--- config.mk ---
export PLATFORM = sky130hd
export DESIGN_NAME = dataStore_flat
export DESIGN_NICKNAME = d
export VERILOG_FILES = /design/src/hw/cacheGeomPkg.sv /design/src/hw/busPkg.sv /design/src/hw/cacheIfs.sv /design/src/hw/dataStore.sv /design/src/flat_wrapper.sv
export SDC_FILE = /design/constraint.sdc
export NUM_CORES = 2
export LEC_CHECK = 0
export BUFFER_PORTS_ARGS = -buffer_cell sky130_fd_sc_hd__buf_2
export CORE_MARGIN = 8
export CORE_UTILIZATION = 62
export CTS_CLUSTER_DIAMETER = 200
export DETAILED_ROUTE_END_ITERATION = 10
export PLACE_DENSITY_LB_ADDON = 0.12
export SYNTH_ARGS = -nofsm -noshare
export SYNTH_HDL_FRONTEND = slang
export SYNTH_SLANG_ARGS = --single-unit
--- constraint.sdc ---
create_clock -name clk -period 8.9 [get_ports clk]
set_input_delay 1.78 -clock clk [delete_from_list [all_inputs] [get_ports clk]]
set_output_delay 1.78 -clock clk [all_outputs]
set_load 0.005 [all_outputs]
--- src/hw/cacheGeomPkg.sv ---
package cacheGeomPkg;

  // Byte address split into tag, set index, word offset and byte offset
  localparam int addrBits = 32;
  localparam int numSets = 16;
  localparam int wordsPerBlock = 4;
  localparam int numWays = 2;

  localparam int byteOffBits = 2;
  localparam int wordOffBits = $clog2(wordsPerBlock);
  localparam int indexBits = $clog2(numSets);
  localparam int tagBits = addrBits - indexBits - wordOffBits - byteOffBits;

  typedef logic [indexBits-1:0] setIndexT;
  typedef logic [wordOffBits-1:0] wordOffT;
  typedef logic [tagBits-1:0] tagT;

  // Controller states
  typedef enum logic [2:0] {
    IDLE,
    LOOKUP,
    WRITEBACK,
    REFILL,
    FLUSHSCAN,
    FLUSHWB
  } cacheStateE;

endpackage

--- src/hw/busPkg.sv ---
package busPkg;

  localparam int dataBits = 32;
  localparam int bytesPerWord = dataBits / 8;
  // Word address, byte lanes come from wbSel
  localparam int busAddrBits = 30;

  typedef logic [dataBits-1:0] dataWordT;
  typedef logic [bytesPerWord-1:0] byteMaskT;
  typedef logic [busAddrBits-1:0] busAddrT;

  // Kind of the current Wishbone cycle
  typedef enum logic {
    BUS_READ,
    BUS_WRITE
  } busOpE;

endpackage

--- src/hw/cacheIfs.sv ---


// Word port into the data array
interface dataPortIf;
  import cacheGeomPkg::*;
  import busPkg::*;

  setIndexT index;
  logic way;
  wordOffT wordOff;
  logic writeEnable;
  byteMaskT byteMask;
  dataWordT writeData;
  dataWordT readData;

  modport ctrl (
    output index, way, wordOff, writeEnable, byteMask, writeData,
    input readData
  );

  modport store (
    input index, way, wordOff, writeEnable, byteMask, writeData,
    output readData
  );
endinterface

--- src/hw/dataStore.sv ---
`timescale 1ns/1ns

module dataStore (
  input logic clk,
  dataPortIf.store dataPort
);
  import cacheGeomPkg::*;
  import busPkg::*;

  dataWordT mem [numWays][numSets][wordsPerBlock];

  dataWordT curWord;
  dataWordT mergedWord;

  assign curWord = mem[dataPort.way][dataPort.index][dataPort.wordOff];

  // Byte lanes outside the mask keep their old value
  always_comb begin
    mergedWord = curWord;
    for (int b = 0; b < bytesPerWord; b++) begin
      if (dataPort.byteMask[b]) begin
        mergedWord[b*8 +: 8] = dataPort.writeData[b*8 +: 8];
      end
    end
  end

  always_ff @(posedge clk) begin
    if (dataPort.writeEnable) begin
      mem[dataPort.way][dataPort.index][dataPort.wordOff] <= mergedWord;
    end
  end

  // Combinational read of the addressed word
  assign dataPort.readData = curWord;

endmodule

--- src/flat_wrapper.sv ---
// flat-port wrapper written by rule: the top's interface ports become plain ports
module dataStore_flat import cacheGeomPkg::*; import busPkg::*;
  (clk, dataPort_index, dataPort_way, dataPort_wordOff, dataPort_writeEnable, dataPort_byteMask, dataPort_writeData, dataPort_readData);
  dataPortIf dataPort_i ();
  input logic clk;
  input wire logic [$bits(dataPort_i.index)-1:0] dataPort_index;
  input wire logic [$bits(dataPort_i.way)-1:0] dataPort_way;
  input wire logic [$bits(dataPort_i.wordOff)-1:0] dataPort_wordOff;
  input wire logic [$bits(dataPort_i.writeEnable)-1:0] dataPort_writeEnable;
  input wire logic [$bits(dataPort_i.byteMask)-1:0] dataPort_byteMask;
  input wire logic [$bits(dataPort_i.writeData)-1:0] dataPort_writeData;
  output wire logic [$bits(dataPort_i.readData)-1:0] dataPort_readData;
  assign dataPort_i.index = dataPort_index;
  assign dataPort_i.way = dataPort_way;
  assign dataPort_i.wordOff = dataPort_wordOff;
  assign dataPort_i.writeEnable = dataPort_writeEnable;
  assign dataPort_i.byteMask = dataPort_byteMask;
  assign dataPort_i.writeData = dataPort_writeData;
  assign dataPort_readData = dataPort_i.readData;
  dataStore u_core (.clk(clk), .dataPort(dataPort_i));
endmodule
==> flow_summary_export.csv <==
group,metric,value,unit
yosys,syn-num-nets,8628,
timing,max_freq,0.124,GHz
setup_path,crit_type,"in -> out",
setup_path,cpMostUsedCell,"buf_12",
final_layout,final_util,70.0,%
grt,grt_overflow,0,
yosys,yosysWarnings,0,
clock_tree,path_clk_slew,0.06,ns
place,portBuffers,76,
floorplan,dieArea,270000,µm²
yosys,syn_area_per_cell,18.3,µm²
setup_path,timing.rr.end,"u_core.mem[0][241]",
yosys,synth.top_cells.by_count,"4,096 x edfxtp_1, 2,048 x mux2i_1, 1,024 x o22ai_1",
place,hpwlAfterDp,247,mm
timing,finalSetupViolations,0,
final_layout,reg_top3,"u_core.mem: 4096 flops",
min_path,holdCritStartpoint,"dataPort_writeData[21]",
place,placed_area,164000,µm²
clock_tree,cts_htree_levels,5,
timing,post-route-period-util,90.9,%
grt,grt_antenna_before_repair,29,
setup_path,endpoint_kind,"primary output",
setup_path,cp.arrival,6.31,ns
timing,hold_slack,1.42,ns
final_layout,areaGrowthSynthToFinish,12.5,%
setup_path,critPathBufInv,6,
status,outcome,"complete, no violations",
yosys,synth.top_cell.area_share,78.1,%
timing,maxSlewHeadroom,5.75,%
grt,grt_pass1_vias,83600,
power,power_density,231,nW/µm²
final_layout,largest_register_ffs,4096,
floorplan,io_pins,77,
floorplan,start_util,62.2,%
setup_path,worst-r2r-cell-count,7,
yosys,yosysTopAreaCell,"edfxtp_1",
grt,grt_max_degree,123,
floorplan,die_h,520,µm
clock_tree,cts_resized,0,
yosys,synthTopCellsByArea,"edfxtp_1 78%, mux2i_1 13%, o22ai_1 4.1%, o21ai_0 1.2%, buf_2 0.95%",
timing,post-route-min-period,8.09,ns
power,combPwrFrac,6.2,%
grt,groute.usage.overall,31.9,%
power,p_leak,60.3,nW
clock_tree,cts_tree,"done",
final_layout,fin_cells,12600,
final_layout,finalNetCount,8966,
timing,worst_slack,0.812,ns
setup_path,cp_max_fo,97,
final_layout,drive_above_1_share,13.3,%
setup_path,crit_family,"buffers and inverters",
power,switching_power,8.90,mW
yosys,synth_cell_type_count,22,
setup_path,crit_required,7.12,ns
power,ir_drop,0.193,mV
final_layout,largest_register,"u_core.mem",
route,drc_errors,0,
route,viasPerCell,6.91,
setup_path,slowest_stage,"o21ai_0",
clock_tree,postCtsSetupRepairBufs,0,
yosys,synth_cells,8583,
route,dr.pass1.iters,6,
place,globalplace.congestion,0.852,
clock_tree,root_buffer,"clkbuf_16",
power,seq_power_share,53.2,%
setup_path,cp_slowest_stage_delay,0.87,ns
min_path,min_path_type,"in -> reg",
final_layout,final_cell_area,177000,µm²
route,wl_per_cell,35.2,µm
power,p_clk_share,40.6,%
place,post-place-ws,1.04,ns
power,p_sw_share,21.8,%
yosys,synth_ff_type,"edfxtp_1",
clock_tree,cts_buffers,408,
route,first_iter_violations,13000,
route,ant_nets,0,
timing,final.setup.tns,0,ns
setup_path,cp.depth,11,
setup_path,r2r_slack,4.45,ns
yosys,syn_area,157000,µm²
yosys,seq_area_frac_synth,78.1,%
clock_tree,cts_sinks,4096,
clock_tree,cts_hold_buf,0,
min_path,worstHoldEndpoint,"u_core.mem[1][53]",
yosys,synth-edff-count,4096,
route,dr_total_vias,87100,
yosys,yosysMostFrequentCell,"edfxtp_1",
yosys,async_flop_share,0,%
setup_path,r2r_start,"u_core.mem[1][753]",
clock_tree,clk_latency,0.99,ns
setup_path,crit_path_start_kind,"input pin",
timing,hold_violations,0,
floorplan,core_area,253000,µm²
timing,skew,0.0515,ns
yosys,ys_ff_latch,4096,
floorplan,rows,185,
min_path,holdPathStages,2,
timing,rsz0062_at_grt,"false",
floorplan,die_w,520,µm
setup_path,cp_cell_sequence,"buf_12 -> buf_12 -> buf_12 -> buf_4 -> mux2i_1 -> o22ai_1 -> o21ai_0 -> a41oi_1 -> buf_4 -> or4_4 -> buf_2",
place,dpl.cell_count,11900,
route,routed_wl,444,mm
power,fin_total_pwr,40.9,mW
timing,tightest_slew,1.41,ns
power,intPower,32.0,mW
clock_tree,ctsLongestPathBuffers,4,
run,cap_violations,0,
grt,grt_pass1_wl,616,mm
timing,final_max_slew_viol_count,0,
==> kinds of logic (layout without fill, tap and decap cells) <==
logic type | count (synthesis) | count (layout) | share of synthesized area [%]
other | 0 | 14 | 0
multiplexers | 2080 | 2080 | 13.2
flip-flops | 4096 | 4096 | 78.1
AND/OR/NAND/NOR | 204 | 204 | 0.668
AO/OA/AOI/OAI | 1664 | 1664 | 6.41
buffers and inverters | 539 | 1185 | 1.57
==> worst max-delay path by stage <==
| stage | endpoint | start | slack (ns) |
|---|---|---|---|
| 2_1_floorplan | dataPort_readData[10] | dataPort_way | 3.52 |
| 3_3_place_gp | dataPort_readData[2] | dataPort_way | 1.10 |
| 3_5_place_dp | dataPort_readData[2] | dataPort_way | 1.04 |
| 4_1_cts | dataPort_readData[2] | dataPort_way | 1.02 |
| 5_1_grt | dataPort_readData[16] | dataPort_way | 0.85 |
| 6_report | dataPort_readData[0] | dataPort_way | 0.81 |
==> power groups by stage <==
stage	combinational, mW	sequential [mW]	clock, mW
floorplan	1.35	22.2	0
finish	2.53	21.8	16.6
CTS	2.48	21.8	16.7
detailed placement	2.47	22.2	0
global placement	2.40	22.2	0
global route	2.61	21.8	17.4
==> layout by cell type, fill, tap and decap left out, types with 9 or more instances in the layout <==
master / netlist / routed
a41oi_2: 0 / 9
o22ai_1: 1024 / 1024
o21ai_1: 128 / 128
buf_12: 0 / 51
clkbuf_16: 0 / 415
nand2_1: 21 / 20
diode_2: 0 / 14
or4_4: 32 / 32
buf_2: 299 / 75
buf_4: 10 / 340
clkinvlp_4: 0 / 11
mux2_4: 0 / 32
o21ai_0: 384 / 384
mux2i_1: 2048 / 2048
bufinv_16: 0 / 39
clkbuf_1: 211 / 87
nor2_4: 0 / 129
clkinv_2: 0 / 70
a41oi_1: 128 / 119
clkinv_1: 0 / 87
edfxtp_1: 4096 / 4096
==> worst reg2reg max path, stage by stage (launching register included) <==
cell	delay (ns)
edfxtp_1	0.36
mux2i_1	0.14
o22ai_1	0.09
o21ai_0	0.89
a41oi_1	0.69
or4_4	0.67
mux2_4	0.54
buf_4	0.44
==> layer usage <==
layer	wire, µm	vias to the layer above	GRT usage (%)
met1	168000	44900	44.9
met2	203000	5598	49.0
met5	94	-	0
met4	19300	14	12.7
met3	53500	841	7.18
li1	-	35700	-
==> cell type report <==
class	count	area (µm²)
Timing Repair Buffer	467	3960
Clock buffer	502	10700
Antenna cell	14	35.0
Sequential cell	4096	123000
Multi-Input combinational cell	3948	33200
Tap cell	3366	4210
Fill cell	15800	76100
Clock inverter	216	2010
(Power assumes the default switching activity.)
