==> src/hw/cacheGeomPkg.sv <==
package cacheGeomPkg;

  // Byte address split into tag, set index, word offset and byte offset
  localparam int addrBits = 32;
  localparam int numSets = 16;
  localparam int wordsPerBlock = 4;
  localparam int numWays = 2;

  localparam int byteOffBits = 2;
  localparam int wordOffBits = $clog2(wordsPerBlock);
  localparam int indexBits = $clog2(numSets);
  localparam int tagBits = addrBits - indexBits - wordOffBits - byteOffBits;

  typedef logic [indexBits-1:0] setIndexT;
  typedef logic [wordOffBits-1:0] wordOffT;
  typedef logic [tagBits-1:0] tagT;

  // Controller states
  typedef enum logic [2:0] {
    IDLE,
    LOOKUP,
    WRITEBACK,
    REFILL,
    FLUSHSCAN,
    FLUSHWB
  } cacheStateE;

endpackage

==> src/hw/busPkg.sv <==
package busPkg;

  localparam int dataBits = 32;
  localparam int bytesPerWord = dataBits / 8;
  // Word address, byte lanes come from wbSel
  localparam int busAddrBits = 30;

  typedef logic [dataBits-1:0] dataWordT;
  typedef logic [bytesPerWord-1:0] byteMaskT;
  typedef logic [busAddrBits-1:0] busAddrT;

  // Kind of the current Wishbone cycle
  typedef enum logic {
    BUS_READ,
    BUS_WRITE
  } busOpE;

endpackage

==> src/hw/cacheIfs.sv <==
`timescale 1ns/1ns

// Tag, valid, dirty and LRU port between controller and tag store
interface tagPortIf;
  import cacheGeomPkg::*;

  setIndexT index;
  tagT lookupTag;
  logic writeWay;
  logic setValid;
  logic setDirty;
  logic clearDirty;
  logic invalidateAll;
  logic touchLru;

  logic hitWay1;
  logic hitWay2;
  logic victimWay;
  logic victimDirty;
  tagT victimTag;
  logic lruBit;

  modport ctrl (
    output index, lookupTag, writeWay, setValid, setDirty, clearDirty,
           invalidateAll, touchLru,
    input hitWay1, hitWay2, victimWay, victimDirty, victimTag, lruBit
  );

  modport store (
    input index, lookupTag, writeWay, setValid, setDirty, clearDirty,
          invalidateAll, touchLru,
    output hitWay1, hitWay2, victimWay, victimDirty, victimTag, lruBit
  );
endinterface

// Word port into the data array
interface dataPortIf;
  import cacheGeomPkg::*;
  import busPkg::*;

  setIndexT index;
  logic way;
  wordOffT wordOff;
  logic writeEnable;
  byteMaskT byteMask;
  dataWordT writeData;
  dataWordT readData;

  modport ctrl (
    output index, way, wordOff, writeEnable, byteMask, writeData,
    input readData
  );

  modport store (
    input index, way, wordOff, writeEnable, byteMask, writeData,
    output readData
  );
endinterface

==> src/hw/dcacheController.sv <==
`timescale 1ns/1ns

module dcacheController (
  input logic clk,
  input logic reset,
  input logic cpuReq,
  input logic cpuWe,
  input logic [cacheGeomPkg::addrBits-1:0] cpuAddr,
  input busPkg::dataWordT cpuWdata,
  input busPkg::byteMaskT cpuMask,
  input logic flushReq,
  output busPkg::dataWordT cpuRdata,
  output logic cpuAck,
  output logic flushDone,
  output logic wbCyc,
  output logic wbStb,
  output logic wbWe,
  output busPkg::busAddrT wbAdr,
  output busPkg::dataWordT wbDatO,
  output busPkg::byteMaskT wbSel,
  input busPkg::dataWordT wbDatI,
  input logic wbAck,
  tagPortIf.ctrl tagPort,
  dataPortIf.ctrl dataPort
);
  import cacheGeomPkg::*;
  import busPkg::*;

  cacheStateE state, nextState;
  busOpE busOp;

  tagT reqTag;
  setIndexT reqIndex;
  wordOffT reqWord;
  setIndexT curIndex;
  logic curWay;

  wordOffT beat;
  logic lastBeat;
  logic busActive;
  logic flushing;

  // Set in the upper bits, way in bit 0
  logic [indexBits:0] flushCount;
  setIndexT flushSet;
  logic flushWay;
  logic lastEntry;

  logic missWay;
  logic hit;
  logic lookupHit;
  logic storeHit;
  logic refillBeat;
  logic scanDone;

  // Request address fields
  assign reqTag = cpuAddr[addrBits-1 -: tagBits];
  assign reqIndex = cpuAddr[byteOffBits+wordOffBits +: indexBits];
  assign reqWord = cpuAddr[byteOffBits +: wordOffBits];

  assign flushSet = flushCount[indexBits:1];
  assign flushWay = flushCount[0];
  assign lastEntry = &flushCount;

  assign busActive = (state == WRITEBACK) || (state == REFILL) || (state == FLUSHWB);
  assign flushing = (state == FLUSHSCAN) || (state == FLUSHWB);
  assign lastBeat = (beat == wordOffT'(wordsPerBlock - 1));

  assign hit = tagPort.hitWay1 | tagPort.hitWay2;
  assign lookupHit = (state == LOOKUP) && cpuReq && hit;
  assign storeHit = lookupHit && cpuWe;
  assign refillBeat = (state == REFILL) && wbAck;
  // Clean entry seen during the flush walk
  assign scanDone = (state == FLUSHSCAN) && !tagPort.victimDirty;

  always_ff @(posedge clk, posedge reset) begin
    if (reset) begin
      state <= IDLE;
    end else begin
      state <= nextState;
    end
  end

  always_comb begin
    nextState = state;
    case (state)
      IDLE: begin
        if (flushReq) begin
          nextState = FLUSHSCAN;
        end else if (cpuReq) begin
          nextState = LOOKUP;
        end
      end
      LOOKUP: begin
        if (!cpuReq || hit) begin
          nextState = IDLE;
        end else if (tagPort.victimDirty) begin
          nextState = WRITEBACK;
        end else begin
          nextState = REFILL;
        end
      end
      WRITEBACK: begin
        if (wbAck && lastBeat) begin
          nextState = REFILL;
        end
      end
      // Re-enter lookup so the access completes as a hit
      REFILL: begin
        if (wbAck && lastBeat) begin
          nextState = LOOKUP;
        end
      end
      FLUSHSCAN: begin
        if (tagPort.victimDirty) begin
          nextState = FLUSHWB;
        end else if (lastEntry) begin
          nextState = IDLE;
        end
      end
      FLUSHWB: begin
        if (wbAck && lastBeat) begin
          nextState = FLUSHSCAN;
        end
      end
      default: begin
        nextState = IDLE;
      end
    endcase
  end

  // Beat counter, held while the slave stalls
  always_ff @(posedge clk, posedge reset) begin
    if (reset) begin
      beat <= '0;
    end else if (!busActive) begin
      beat <= '0;
    end else if (wbAck) begin
      beat <= beat + 1'b1;
    end
  end

  // Walks every set and way, wraps back to zero after the last one
  always_ff @(posedge clk, posedge reset) begin
    if (reset) begin
      flushCount <= '0;
    end else if (scanDone) begin
      flushCount <= flushCount + 1'b1;
    end
  end

  // Way chosen for the refill stays fixed across writeback and refill
  always_ff @(posedge clk, posedge reset) begin
    if (reset) begin
      missWay <= 1'b0;
    end else if ((state == LOOKUP) && !hit) begin
      missWay <= tagPort.victimWay;
    end
  end

  always_comb begin
    case (state)
      LOOKUP: curWay = hit ? tagPort.hitWay2 : tagPort.victimWay;
      WRITEBACK, REFILL: curWay = missWay;
      FLUSHSCAN, FLUSHWB: curWay = flushWay;
      default: curWay = tagPort.hitWay2;
    endcase
  end

  assign curIndex = flushing ? flushSet : reqIndex;

  // Tag store controls
  assign tagPort.index = curIndex;
  assign tagPort.lookupTag = reqTag;
  assign tagPort.writeWay = curWay;
  assign tagPort.setValid = refillBeat && lastBeat;
  assign tagPort.setDirty = storeHit;
  assign tagPort.clearDirty = ((state == WRITEBACK) || (state == FLUSHWB)) && wbAck && lastBeat;
  assign tagPort.invalidateAll = scanDone && lastEntry;
  // LRU only changes when the accessed way was the older one
  assign tagPort.touchLru = lookupHit && (tagPort.lruBit == curWay);

  // Data array controls
  assign dataPort.index = curIndex;
  assign dataPort.way = curWay;
  assign dataPort.wordOff = busActive ? beat : reqWord;
  assign dataPort.writeEnable = storeHit || refillBeat;
  assign dataPort.byteMask = refillBeat ? '1 : cpuMask;
  assign dataPort.writeData = refillBeat ? wbDatI : cpuWdata;

  // CPU side
  assign cpuRdata = dataPort.readData;
  assign cpuAck = lookupHit;
  assign flushDone = scanDone && lastEntry;

  // Wishbone master
  assign busOp = (state == REFILL) ? BUS_READ : BUS_WRITE;
  assign wbCyc = busActive;
  assign wbStb = busActive;
  assign wbWe = busActive && (busOp == BUS_WRITE);
  assign wbSel = '1;
  assign wbDatO = dataPort.readData;

  always_comb begin
    if (busOp == BUS_WRITE) begin
      wbAdr = {tagPort.victimTag, curIndex, beat};
    end else begin
      wbAdr = {reqTag, reqIndex, beat};
    end
  end

endmodule

==> src/flat_wrapper.sv <==
// flat-port wrapper written by rule: the top's interface ports become plain ports
module dcacheController_flat import cacheGeomPkg::*; import busPkg::*;
  (clk, reset, cpuReq, cpuWe, cpuAddr, cpuWdata, cpuMask, flushReq, cpuRdata, cpuAck, flushDone, wbCyc, wbStb, wbWe, wbAdr, wbDatO, wbSel, wbDatI, wbAck, tagPort_index, tagPort_lookupTag, tagPort_writeWay, tagPort_setValid, tagPort_setDirty, tagPort_clearDirty, tagPort_invalidateAll, tagPort_touchLru, tagPort_hitWay1, tagPort_hitWay2, tagPort_victimWay, tagPort_victimDirty, tagPort_victimTag, tagPort_lruBit, dataPort_index, dataPort_way, dataPort_wordOff, dataPort_writeEnable, dataPort_byteMask, dataPort_writeData, dataPort_readData);
  tagPortIf tagPort_i ();
  dataPortIf dataPort_i ();
  input logic clk;
  input logic reset;
  input logic cpuReq;
  input logic cpuWe;
  input logic [cacheGeomPkg::addrBits-1:0] cpuAddr;
  input busPkg::dataWordT cpuWdata;
  input busPkg::byteMaskT cpuMask;
  input logic flushReq;
  output busPkg::dataWordT cpuRdata;
  output logic cpuAck;
  output logic flushDone;
  output logic wbCyc;
  output logic wbStb;
  output logic wbWe;
  output busPkg::busAddrT wbAdr;
  output busPkg::dataWordT wbDatO;
  output busPkg::byteMaskT wbSel;
  input busPkg::dataWordT wbDatI;
  input logic wbAck;
  output wire logic [$bits(tagPort_i.index)-1:0] tagPort_index;
  output wire logic [$bits(tagPort_i.lookupTag)-1:0] tagPort_lookupTag;
  output wire logic [$bits(tagPort_i.writeWay)-1:0] tagPort_writeWay;
  output wire logic [$bits(tagPort_i.setValid)-1:0] tagPort_setValid;
  output wire logic [$bits(tagPort_i.setDirty)-1:0] tagPort_setDirty;
  output wire logic [$bits(tagPort_i.clearDirty)-1:0] tagPort_clearDirty;
  output wire logic [$bits(tagPort_i.invalidateAll)-1:0] tagPort_invalidateAll;
  output wire logic [$bits(tagPort_i.touchLru)-1:0] tagPort_touchLru;
  input wire logic [$bits(tagPort_i.hitWay1)-1:0] tagPort_hitWay1;
  input wire logic [$bits(tagPort_i.hitWay2)-1:0] tagPort_hitWay2;
  input wire logic [$bits(tagPort_i.victimWay)-1:0] tagPort_victimWay;
  input wire logic [$bits(tagPort_i.victimDirty)-1:0] tagPort_victimDirty;
  input wire logic [$bits(tagPort_i.victimTag)-1:0] tagPort_victimTag;
  input wire logic [$bits(tagPort_i.lruBit)-1:0] tagPort_lruBit;
  output wire logic [$bits(dataPort_i.index)-1:0] dataPort_index;
  output wire logic [$bits(dataPort_i.way)-1:0] dataPort_way;
  output wire logic [$bits(dataPort_i.wordOff)-1:0] dataPort_wordOff;
  output wire logic [$bits(dataPort_i.writeEnable)-1:0] dataPort_writeEnable;
  output wire logic [$bits(dataPort_i.byteMask)-1:0] dataPort_byteMask;
  output wire logic [$bits(dataPort_i.writeData)-1:0] dataPort_writeData;
  input wire logic [$bits(dataPort_i.readData)-1:0] dataPort_readData;
  assign tagPort_index = tagPort_i.index;
  assign tagPort_lookupTag = tagPort_i.lookupTag;
  assign tagPort_writeWay = tagPort_i.writeWay;
  assign tagPort_setValid = tagPort_i.setValid;
  assign tagPort_setDirty = tagPort_i.setDirty;
  assign tagPort_clearDirty = tagPort_i.clearDirty;
  assign tagPort_invalidateAll = tagPort_i.invalidateAll;
  assign tagPort_touchLru = tagPort_i.touchLru;
  assign tagPort_i.hitWay1 = tagPort_hitWay1;
  assign tagPort_i.hitWay2 = tagPort_hitWay2;
  assign tagPort_i.victimWay = tagPort_victimWay;
  assign tagPort_i.victimDirty = tagPort_victimDirty;
  assign tagPort_i.victimTag = tagPort_victimTag;
  assign tagPort_i.lruBit = tagPort_lruBit;
  assign dataPort_index = dataPort_i.index;
  assign dataPort_way = dataPort_i.way;
  assign dataPort_wordOff = dataPort_i.wordOff;
  assign dataPort_writeEnable = dataPort_i.writeEnable;
  assign dataPort_byteMask = dataPort_i.byteMask;
  assign dataPort_writeData = dataPort_i.writeData;
  assign dataPort_i.readData = dataPort_readData;
  dcacheController u_core (.clk(clk), .reset(reset), .cpuReq(cpuReq), .cpuWe(cpuWe), .cpuAddr(cpuAddr), .cpuWdata(cpuWdata), .cpuMask(cpuMask), .flushReq(flushReq), .cpuRdata(cpuRdata), .cpuAck(cpuAck), .flushDone(flushDone), .wbCyc(wbCyc), .wbStb(wbStb), .wbWe(wbWe), .wbAdr(wbAdr), .wbDatO(wbDatO), .wbSel(wbSel), .wbDatI(wbDatI), .wbAck(wbAck), .tagPort(tagPort_i), .dataPort(dataPort_i));
endmodule
==> config.mk <==
export PLATFORM = sky130hd
export DESIGN_NAME = dcacheController_flat
export DESIGN_NICKNAME = d
export VERILOG_FILES = /design/src/hw/cacheGeomPkg.sv /design/src/hw/busPkg.sv /design/src/hw/cacheIfs.sv /design/src/hw/dcacheController.sv /design/src/flat_wrapper.sv
export SDC_FILE = /design/constraint.sdc
export NUM_CORES = 1
export LEC_CHECK = 0
export ABC_CLOCK_PERIOD_IN_PS = 1500
export BUFFER_PORTS_ARGS = -buffer_cell sky130_fd_sc_hd__buf_2
export CAP_MARGIN = 20
export CORE_AREA = 8 8 128 130
export CTS_CLUSTER_SIZE = 8
export DETAILED_ROUTE_END_ITERATION = 16
export DIE_AREA = 0 0 136 138
export PLACE_DENSITY = 0.55
export SLEW_MARGIN = 20
export SYNTH_ARGS = -nofsm -noshare
export SYNTH_HDL_FRONTEND = slang
export SYNTH_SLANG_ARGS = --single-unit
==> constraint.sdc <==
create_clock -name clk -period 1.5 [get_ports clk]
set_input_delay 0.075 -clock clk [delete_from_list [all_inputs] [get_ports clk]]
set_output_delay 0.075 -clock clk [all_outputs]
set_load 0.02 [all_outputs]
==> summary.md, run 1 <==
| Metric | Value |
|---|---|
| Outcome | finished, violations left |
| Failing checks | negative setup slack |
| Clock-pin slew on the worst setup and hold paths | 0.04 ns |
| First-pass GRT wire length | between 15,000 and 20,000 um |
| Largest fanout on the critical path | 6 |
| Post-synthesis cell area | 2460 um^2 |
| Setup_tns | -24.46 ns |
| Min-Delay Path Class | primary input to flip-flop |
| Largest net degree at the start of global routing | 12 |
| CTS Buf Count | 3 |
| Reg2Reg Launch Point | u_core.state[1] |
| Finished Core Util | 0.362 |
| Die height | around 140 um |
| Clk Latency, worst-skew pair | ~0.24 ns |
| Worst setup EP type | output pin |
| FF-to-FF End | u_core.state[0] |
| DIE AREA | approximately 19,000 um^2 |
| Max_cap viols | 0 |
| P&R area growth vs syn | 111% |
| WP buf/inv | 2 |
| Fin Hold WS | around 0.1 ns |
| Number of global-route vias before repair | between 3,000 and 4,000 |
| Worst EP required | around 1.4 ns |
| Layout cells sized above 1 | 0.882 |
| Async set or reset register ratio after synthesis | 1.00 |
| CP startpoint | u_core.state[1] |
| Netlist cell types | 43 |
| Worst path cell trace | buf_4 -> ha_4 -> and2b_2 -> mux2_4 -> buf_6 |
| Sink Count | 11 |
| FP Rows | 44 |
| Syn Inst Count | about 320 |
| Total GRT Usage | 0.126 |
| Static leakage | approximately 2.8 nW |
| Final ANT Viol Nets | 0 |
| Critical Path Stages | 5 |
| Final-report setup violation count | 94 |
| GRT overflow | 0 |
| H-tree depth | 1 |
| Clock period minus worst slack | approximately 1.9 ns |
| Post-route cell area | between 5000 and 6000 um^2 |
| Post-layout net count | 707 |
| Die width | around 140 um |
| Port Buf Inserts | approximately 250 |
| Worst Setup Start Kind | flip-flop |
| Post-synth EDFFs | 0 |
| CP endpoint | dataPort_wordOff[1] |
| HPWL after detailed placement | slightly above 9000 um |
| Final Max Slew Viols | 0 |
| Number of antenna violations at the first check in global routing | 0 |
| Maximum VDD drop | around 520 uV |
| CP max stage delay | around 0.47 ns |
| Post-Route WL | 12,600 um |
| Synth Register Bits | 11 |
| Worst reg2reg setup slack | -0.19 ns |
| CTS tree | done |
| Final hold violation count | 0 |
| Setup ws final | -0.361 ns |
| Core area | 14,300 um^2 |
| Routed vias/inst | 3.95 |
| Final worst-path cycle share | 1.24 |
| I/O pin count | around 350 |
| Max Buffers Root-to-Sink | 2 |
| Post-Syn Area per Cell | ~7.7 um^2 |
| Routed wire length per instance | about 18 um |
| Via count | 2,832 |
| Slowest CP cell | dfrtp_2 |
| Critical Path AT | 1.79 ns |
| Yosys warnings | 0 |
| First drt pass iteration count | 4 |
| CP Class | flip-flop to output pin |
| Diode count | 0 |
| Starting Density | 0.172 |
| Setup repair after global routing missed its margin | yes |
| Fmax | ~540 MHz |
| Clock Tree Root | clkbuf_16 |
| GPL Wtd Cong | between 0.8 and 0.9 |
| Final Power | 5.52 mW |
| Placed Instance Area | between 3000 and 4000 um^2 |
| DR iter-0 viols | between 60 and 70 |
| Register area share after synthesis | 0.112 |
| Worst-case reg-to-reg path depth | 7 |
| P per Cell Area | between 1000 and 1500 nW/um^2 |
| Top Family by Delay on Critical Path | flip-flops |
| Clock skew | ~0.0015 ns |
| DRC | 0 |
| Main synth FF type | dfrtp_1 |
==> flip-flops by register name (all words and copies together), names as in the netlist <==
name / flops
u_core.flushCount: 5
u_core.state: 3
u_core.missWay: 1
u_core.beat: 2
==> final cells by class <==
cell class / instances / area (um^2)
flip-flops and latches: 11 / 278
inverters: 6 / 27.5
repair buffers: 318 / 2700
well taps: 184 / 230
multi-input cells: 194 / 1860
fillers: 1422 / 9140
clock buffers: 4 / 78.8
==> synth_stat cells (2+ instances only) <==
cell type  number  area share
o21ai_0         2      0.0041
nand2_1        79        0.12
mux2_4         25        0.15
mux2_2         16       0.073
buf_2           6       0.012
nand2b_1        8       0.020
nor2_1         19       0.029
nor3_1          3      0.0061
dfrtp_1        11        0.11
mux2i_1         2      0.0081
ha_1            6       0.031
xnor2_1         3       0.011
clkbuf_1        3      0.0046
o22ai_1         2      0.0051
buf_6           3       0.014
inv_1           5      0.0076
buf_4          99        0.30
a22oi_1         2      0.0061
==> per-stage QoR <==
step	std cells	worst slack, ns
4_1_cts	713	-0.344
5_1_grt	717	-0.399
6_report	717	-0.361
3_3_place_gp	670	-0.174
3_5_place_dp	670	-0.172
2_1_floorplan	322	-0.181
==> metal layers <==
| layer | global-route usage | vias to the layer above | wire length (um) |
|---|---|---|---|
| li1 | - | 1355 | - |
| met1 | 0.150 | 1363 | 4930 |
| met2 | 0.218 | 105 | 6680 |
| met3 | 0.0319 | 9 | 826 |
| met4 | 0.0353 | 0 | 158 |
| met5 | 0 | - | 0 |
==> kinds of logic after synthesis <==
group / count (synthesis) / synth area share
multiplexers: 44 / 0.239
AO/OA/AOI/OAI: 11 / 0.0326
other: 1 / 0.00153
flip-flops: 11 / 0.112
adder cells (fa/ha/maj): 6 / 0.0305
AND/OR/NAND/NOR: 125 / 0.228
XOR/XNOR: 4 / 0.0143
buffers and inverters: 117 / 0.342
==> worst min-delay path by stage <==
stage,startpoint,end,cells after the start
4_1_cts,tagPort_victimWay,u_core.missWay,2
6_report,tagPort_victimWay,u_core.missWay,2
3_3_place_gp,reset,u_core.beat[0],2
2_1_floorplan,reset,u_core.beat[0],1
5_1_grt,tagPort_victimWay,u_core.missWay,2
3_5_place_dp,reset,u_core.beat[0],2
==> cell usage in the layout (no fill, tap or decap), drive strengths merged <==
master	instances
and2b	1
or3	1
nor4	1
clkbuf	4
nand3b	1
nor2b	1
a21oi	2
a221oi	1
a31oi	1
nand4b	1
and2	1
inv	6
xor2	1
ha	6
conb	4
a22oi	2
o21ai	2
o22ai	2
a21boi	1
buf	317
nor2	19
and3	2
nand4	1
nor3	4
dfrtp	11
mux2i	2
and3b	1
nand3	1
xnor2	3
nand2b	8
mux2	42
nand2	80
dlygate4sd3	1
nor3b	2
==> power by group <==
part	total, mW	internal [mW]	switching, mW
Sequential	0.555	0.426	0.129
Combinational	4.48	2.45	2.03
Clock	0.493	0.357	0.135
==> timing repair <==
item | 4_1_cts | 5_1_grt
hold buffers | 1 | 0
endpoints found under the setup margin | 93 | 97
buffers inserted | 31 | 9
gates resized for setup | 290 | 54
pin swaps | 55 | 12
cloned | 8 | 0
endpoints found under the hold margin | 11 | 0
Power figures use the tool's default switching activity.
==> run 2: changes to the inputs <==
ABC_AREA = 1   (was unset)
CORE_AREA = 8 8 127 129   (was 8 8 128 130)
DIE_AREA = 0 0 135 137   (was 0 0 136 138)
PLACE_DENSITY = 0.56   (was 0.55)
==> run 2 against run 1 <==
  * Non-clock buffer count down 24
  * Worst setup slack better by 0.17 ns
  * Cell area down 15%
  * Via count up 2.9%
  * Clock-buffer cell count unchanged
  * First-iteration DRC count up 13%
  * Core utilization down 5.0 points
  * Sequential power about the same
  * Die area down 1.5%
  * Clock skew down 0.0013 ns
  * Global-route usage down 1.6 points
  * The run still ends with negative setup slack left
  * Total power down 3.7%
==> summary.md, run 2 <==
| Metric | Value |
|---|---|
| Clock-pin slew on the worst setup and hold paths | 0.04 ns (about the same) |
| Clock period minus worst slack | 1.69 ns (was 1.86 ns) |
| Final Power | 5.32 mW (was 5.52 mW) |
| Dominant cell type by area after synthesis | buf_4 (unchanged) |
| Final hold violation count | 0 (unchanged) |
| GRT overflow | 0 (unchanged) |
| Worst Setup Start Kind | flip-flop (unchanged) |
| Setup ws final | -0.186 ns (was -0.361 ns) |
| Total GRT Usage | 0.110 (was 0.126) |
| FP Rows | 44 (unchanged) |
| Diode count | 0 (unchanged) |
| Failing checks | negative setup slack (unchanged) |
| Fmax | 593 MHz (was 537 MHz) |
| Number of global-route vias before repair | 3,009 (was 3,103) |
| Sink Count | 11 (unchanged) |
| Most frequent cells in the layout | buf_2, nand2_1, buf_6 (was buf_2, buf_6, nand2_2) |
| P&R area growth vs syn | 76.1% (was 111%) |
| Setup_tns | -10.02 ns (was -24.46 ns) |
| I/O pin count | 348 (unchanged) |
| Core area | 14,200 um^2 (was 14,300 um^2) |
| Clock Tree Root | clkbuf_16 (unchanged) |
| Most common cell after layout, fill and taps aside | buf_2 (unchanged) |
| Post-synth top cells | nand2_1, buf_4, inv_1 (was buf_4, nand2_1, mux2_4) |
| Outcome | finished, violations left (unchanged) |
| Post-route cell area | 4420 um^2 (was 5180 um^2) |
| Routed vias/inst | 3.94 (was 3.95) |
| Critical Path AT | 1.61 ns (was 1.79 ns) |
| P per Cell Area | 1200 nW/um^2 (was 1070 nW/um^2) |
| Syn Inst Count | 364 (was 319) |
| Main synth FF type | dfrtp_1 (unchanged) |
| Die height | 137 um (was 138 um) |
| Die width | 135 um (was 136 um) |
| Async set or reset register ratio after synthesis | 1.00 (unchanged) |
| CTS tree | done (unchanged) |
| Area share of the largest cell type after synthesis | 0.296 (was 0.302) |
| Largest net degree at the start of global routing | 26 (was 12) |
| H-tree depth | 1 (unchanged) |
| Maximum VDD drop | 738 uV (was 525 uV) |
| Via count | 2,914 (was 2,832) |
| Static leakage | 2.53 nW (was 2.79 nW) |
| Final ANT Viol Nets | 0 (unchanged) |
| Largest fanout on the critical path | 10 (was 6) |
| Count leader, synth | nand2_1 (was buf_4) |
| Post-Syn Area per Cell | 6.90 um^2 (was 7.70 um^2) |
| DIE AREA | 18,500 um^2 (was 18,800 um^2) |
| Finished Core Util | 0.311 (was 0.362) |
| Yosys warnings | 0 (unchanged) |
| Final-report setup violation count | 83 (was 94) |
| Max Buffers Root-to-Sink | 2 (unchanged) |
| Setup repair after global routing missed its margin | yes (unchanged) |
| Layout cells sized above 1 | 0.703 (was 0.882) |
| Starting Density | 0.177 (was 0.172) |
| Number of antenna violations at the first check in global routing | 1 (was 0) |
| CTS Buf Count | 3 (unchanged) |
| Final Max Slew Viols | 0 (unchanged) |
| Largest Register | u_core.flushCount (unchanged) |
| Post-layout net count | 729 (was 707) |
| CP Class | flip-flop to output pin (unchanged) |
| First drt pass iteration count | 4 (unchanged) |
| Post-synth EDFFs | 0 (unchanged) |
| DR iter-0 viols | 70 (was 62) |
| Final worst-path cycle share | 1.12 (was 1.24) |
| HPWL after detailed placement | 9780 um (was 9280 um) |
| Post-synthesis cell area | 2510 um^2 (was 2460 um^2) |
| Routed wire length per instance | 16.3 um (was 17.6 um) |
| Max reg flops | 5 (unchanged) |
| Post-Route WL | 12,000 um (was 12,600 um) |
| Synth Register Bits | 11 (unchanged) |
| Worst setup EP type | output pin (unchanged) |
| Clock skew | 0.000273 ns (was 0.00154 ns) |
| Top area cells in the synthesized netlist | buf_4, nand2_1, mux2_4 (was buf_4, mux2_4, nand2_1) |
| Netlist cell types | 26 (was 43) |
| GPL Wtd Cong | 0.787 (was 0.836) |
| Biggest regs | u_core.flushCount: 5 flops, u_core.state: 3 flops, u_core.beat: 2 flops (unchanged) |
| Register area share after synthesis | 0.110 (was 0.112) |
| DRC | 0 (unchanged) |
| Port Buf Inserts | 245 (unchanged) |
| Min-Delay Path Class | primary input to flip-flop (unchanged) |
| First-pass GRT wire length | 16,200 um (was 18,700 um) |
| Placed Instance Area | 3470 um^2 (was 3460 um^2) |
| Worst EP required | 1.42 ns (about the same) |
| Clk Latency, worst-skew pair | 0.23 ns (was 0.24 ns) |
| Fin Hold WS | 0.104 ns (was 0.102 ns) |
| Max_cap viols | 0 (unchanged) |
[run 2: area by class of cell]
cell class	count	area, um^2
clock buffer	4	78.8
fill	1494	9780
inverter	31	131
multi-input combinational	215	1620
sequential	11	278
tap	184	230
timing repair buffer	294	2090
[run 2: critical path, cell delays in order (launching register included)]
cell	delay, ns
dfrtp_2	0.43
inv_4	0.07
nand3_4	0.08
inv_4	0.08
nand2_8	0.09
buf_12	0.17
mux2_4	0.29
buf_2	0.16
[run 2: cell families after synthesis]
logic type	count (synthesis)	synth area share
adder cells (fa/ha/maj)	6	0.0299
AO/OA/AOI/OAI	18	0.0364
buffers and inverters	141	0.371
other	1	0.00149
multiplexers	34	0.190
flip-flops	11	0.110
XOR/XNOR	4	0.0140
AND/OR/NAND/NOR	149	0.248
[run 2: power by group]
group / switching (mW) / internal (mW)
combinational: 2.20 / 2.07
clock: 0.136 / 0.358
sequential: 0.129 / 0.423
[run 2: per-stage QoR]
step                worst slack, ns  cells
finish                       -0.186    739
global route                 -0.251    739
CTS                          -0.190    733
detailed placement          -0.0719    716
global placement            -0.0419    716
floorplan                   -0.0727    367
[run 2: final timing paths]
kind,slack [ns],to,start,cells past startpoint
setup / recovery,-0.19,dataPort_writeData[9],u_core.state[2],7
hold / removal,0.10,u_core.missWay,tagPort_hitWay2,2
setup reg to reg,-0.07,u_core.state[1],u_core.state[1],9
hold reg to reg,0.53,u_core.missWay,u_core.missWay,2
max in group asynchronous,0.73,u_core.state[1],reset,3
min in group asynchronous,0.40,u_core.beat[0],reset,3
[run 2: routing by layer]
metal	global-route usage	wire length, um	vias up
met4	0.0185	139	2
met1	0.124	4570	1275
li1	-	-	1422
met5	0	13	-
met2	0.189	5710	197
met3	0.0518	1590	18
[run 2: timing repair]
action                                  CTS  global route
setup buffers                            10             7
pin swaps                                11            13
hold buffers                              1             0
endpoints found under the hold margin    11             0
endpoints found under the setup margin   85            89
cloned                                    2             0
resized for setup                       157            47
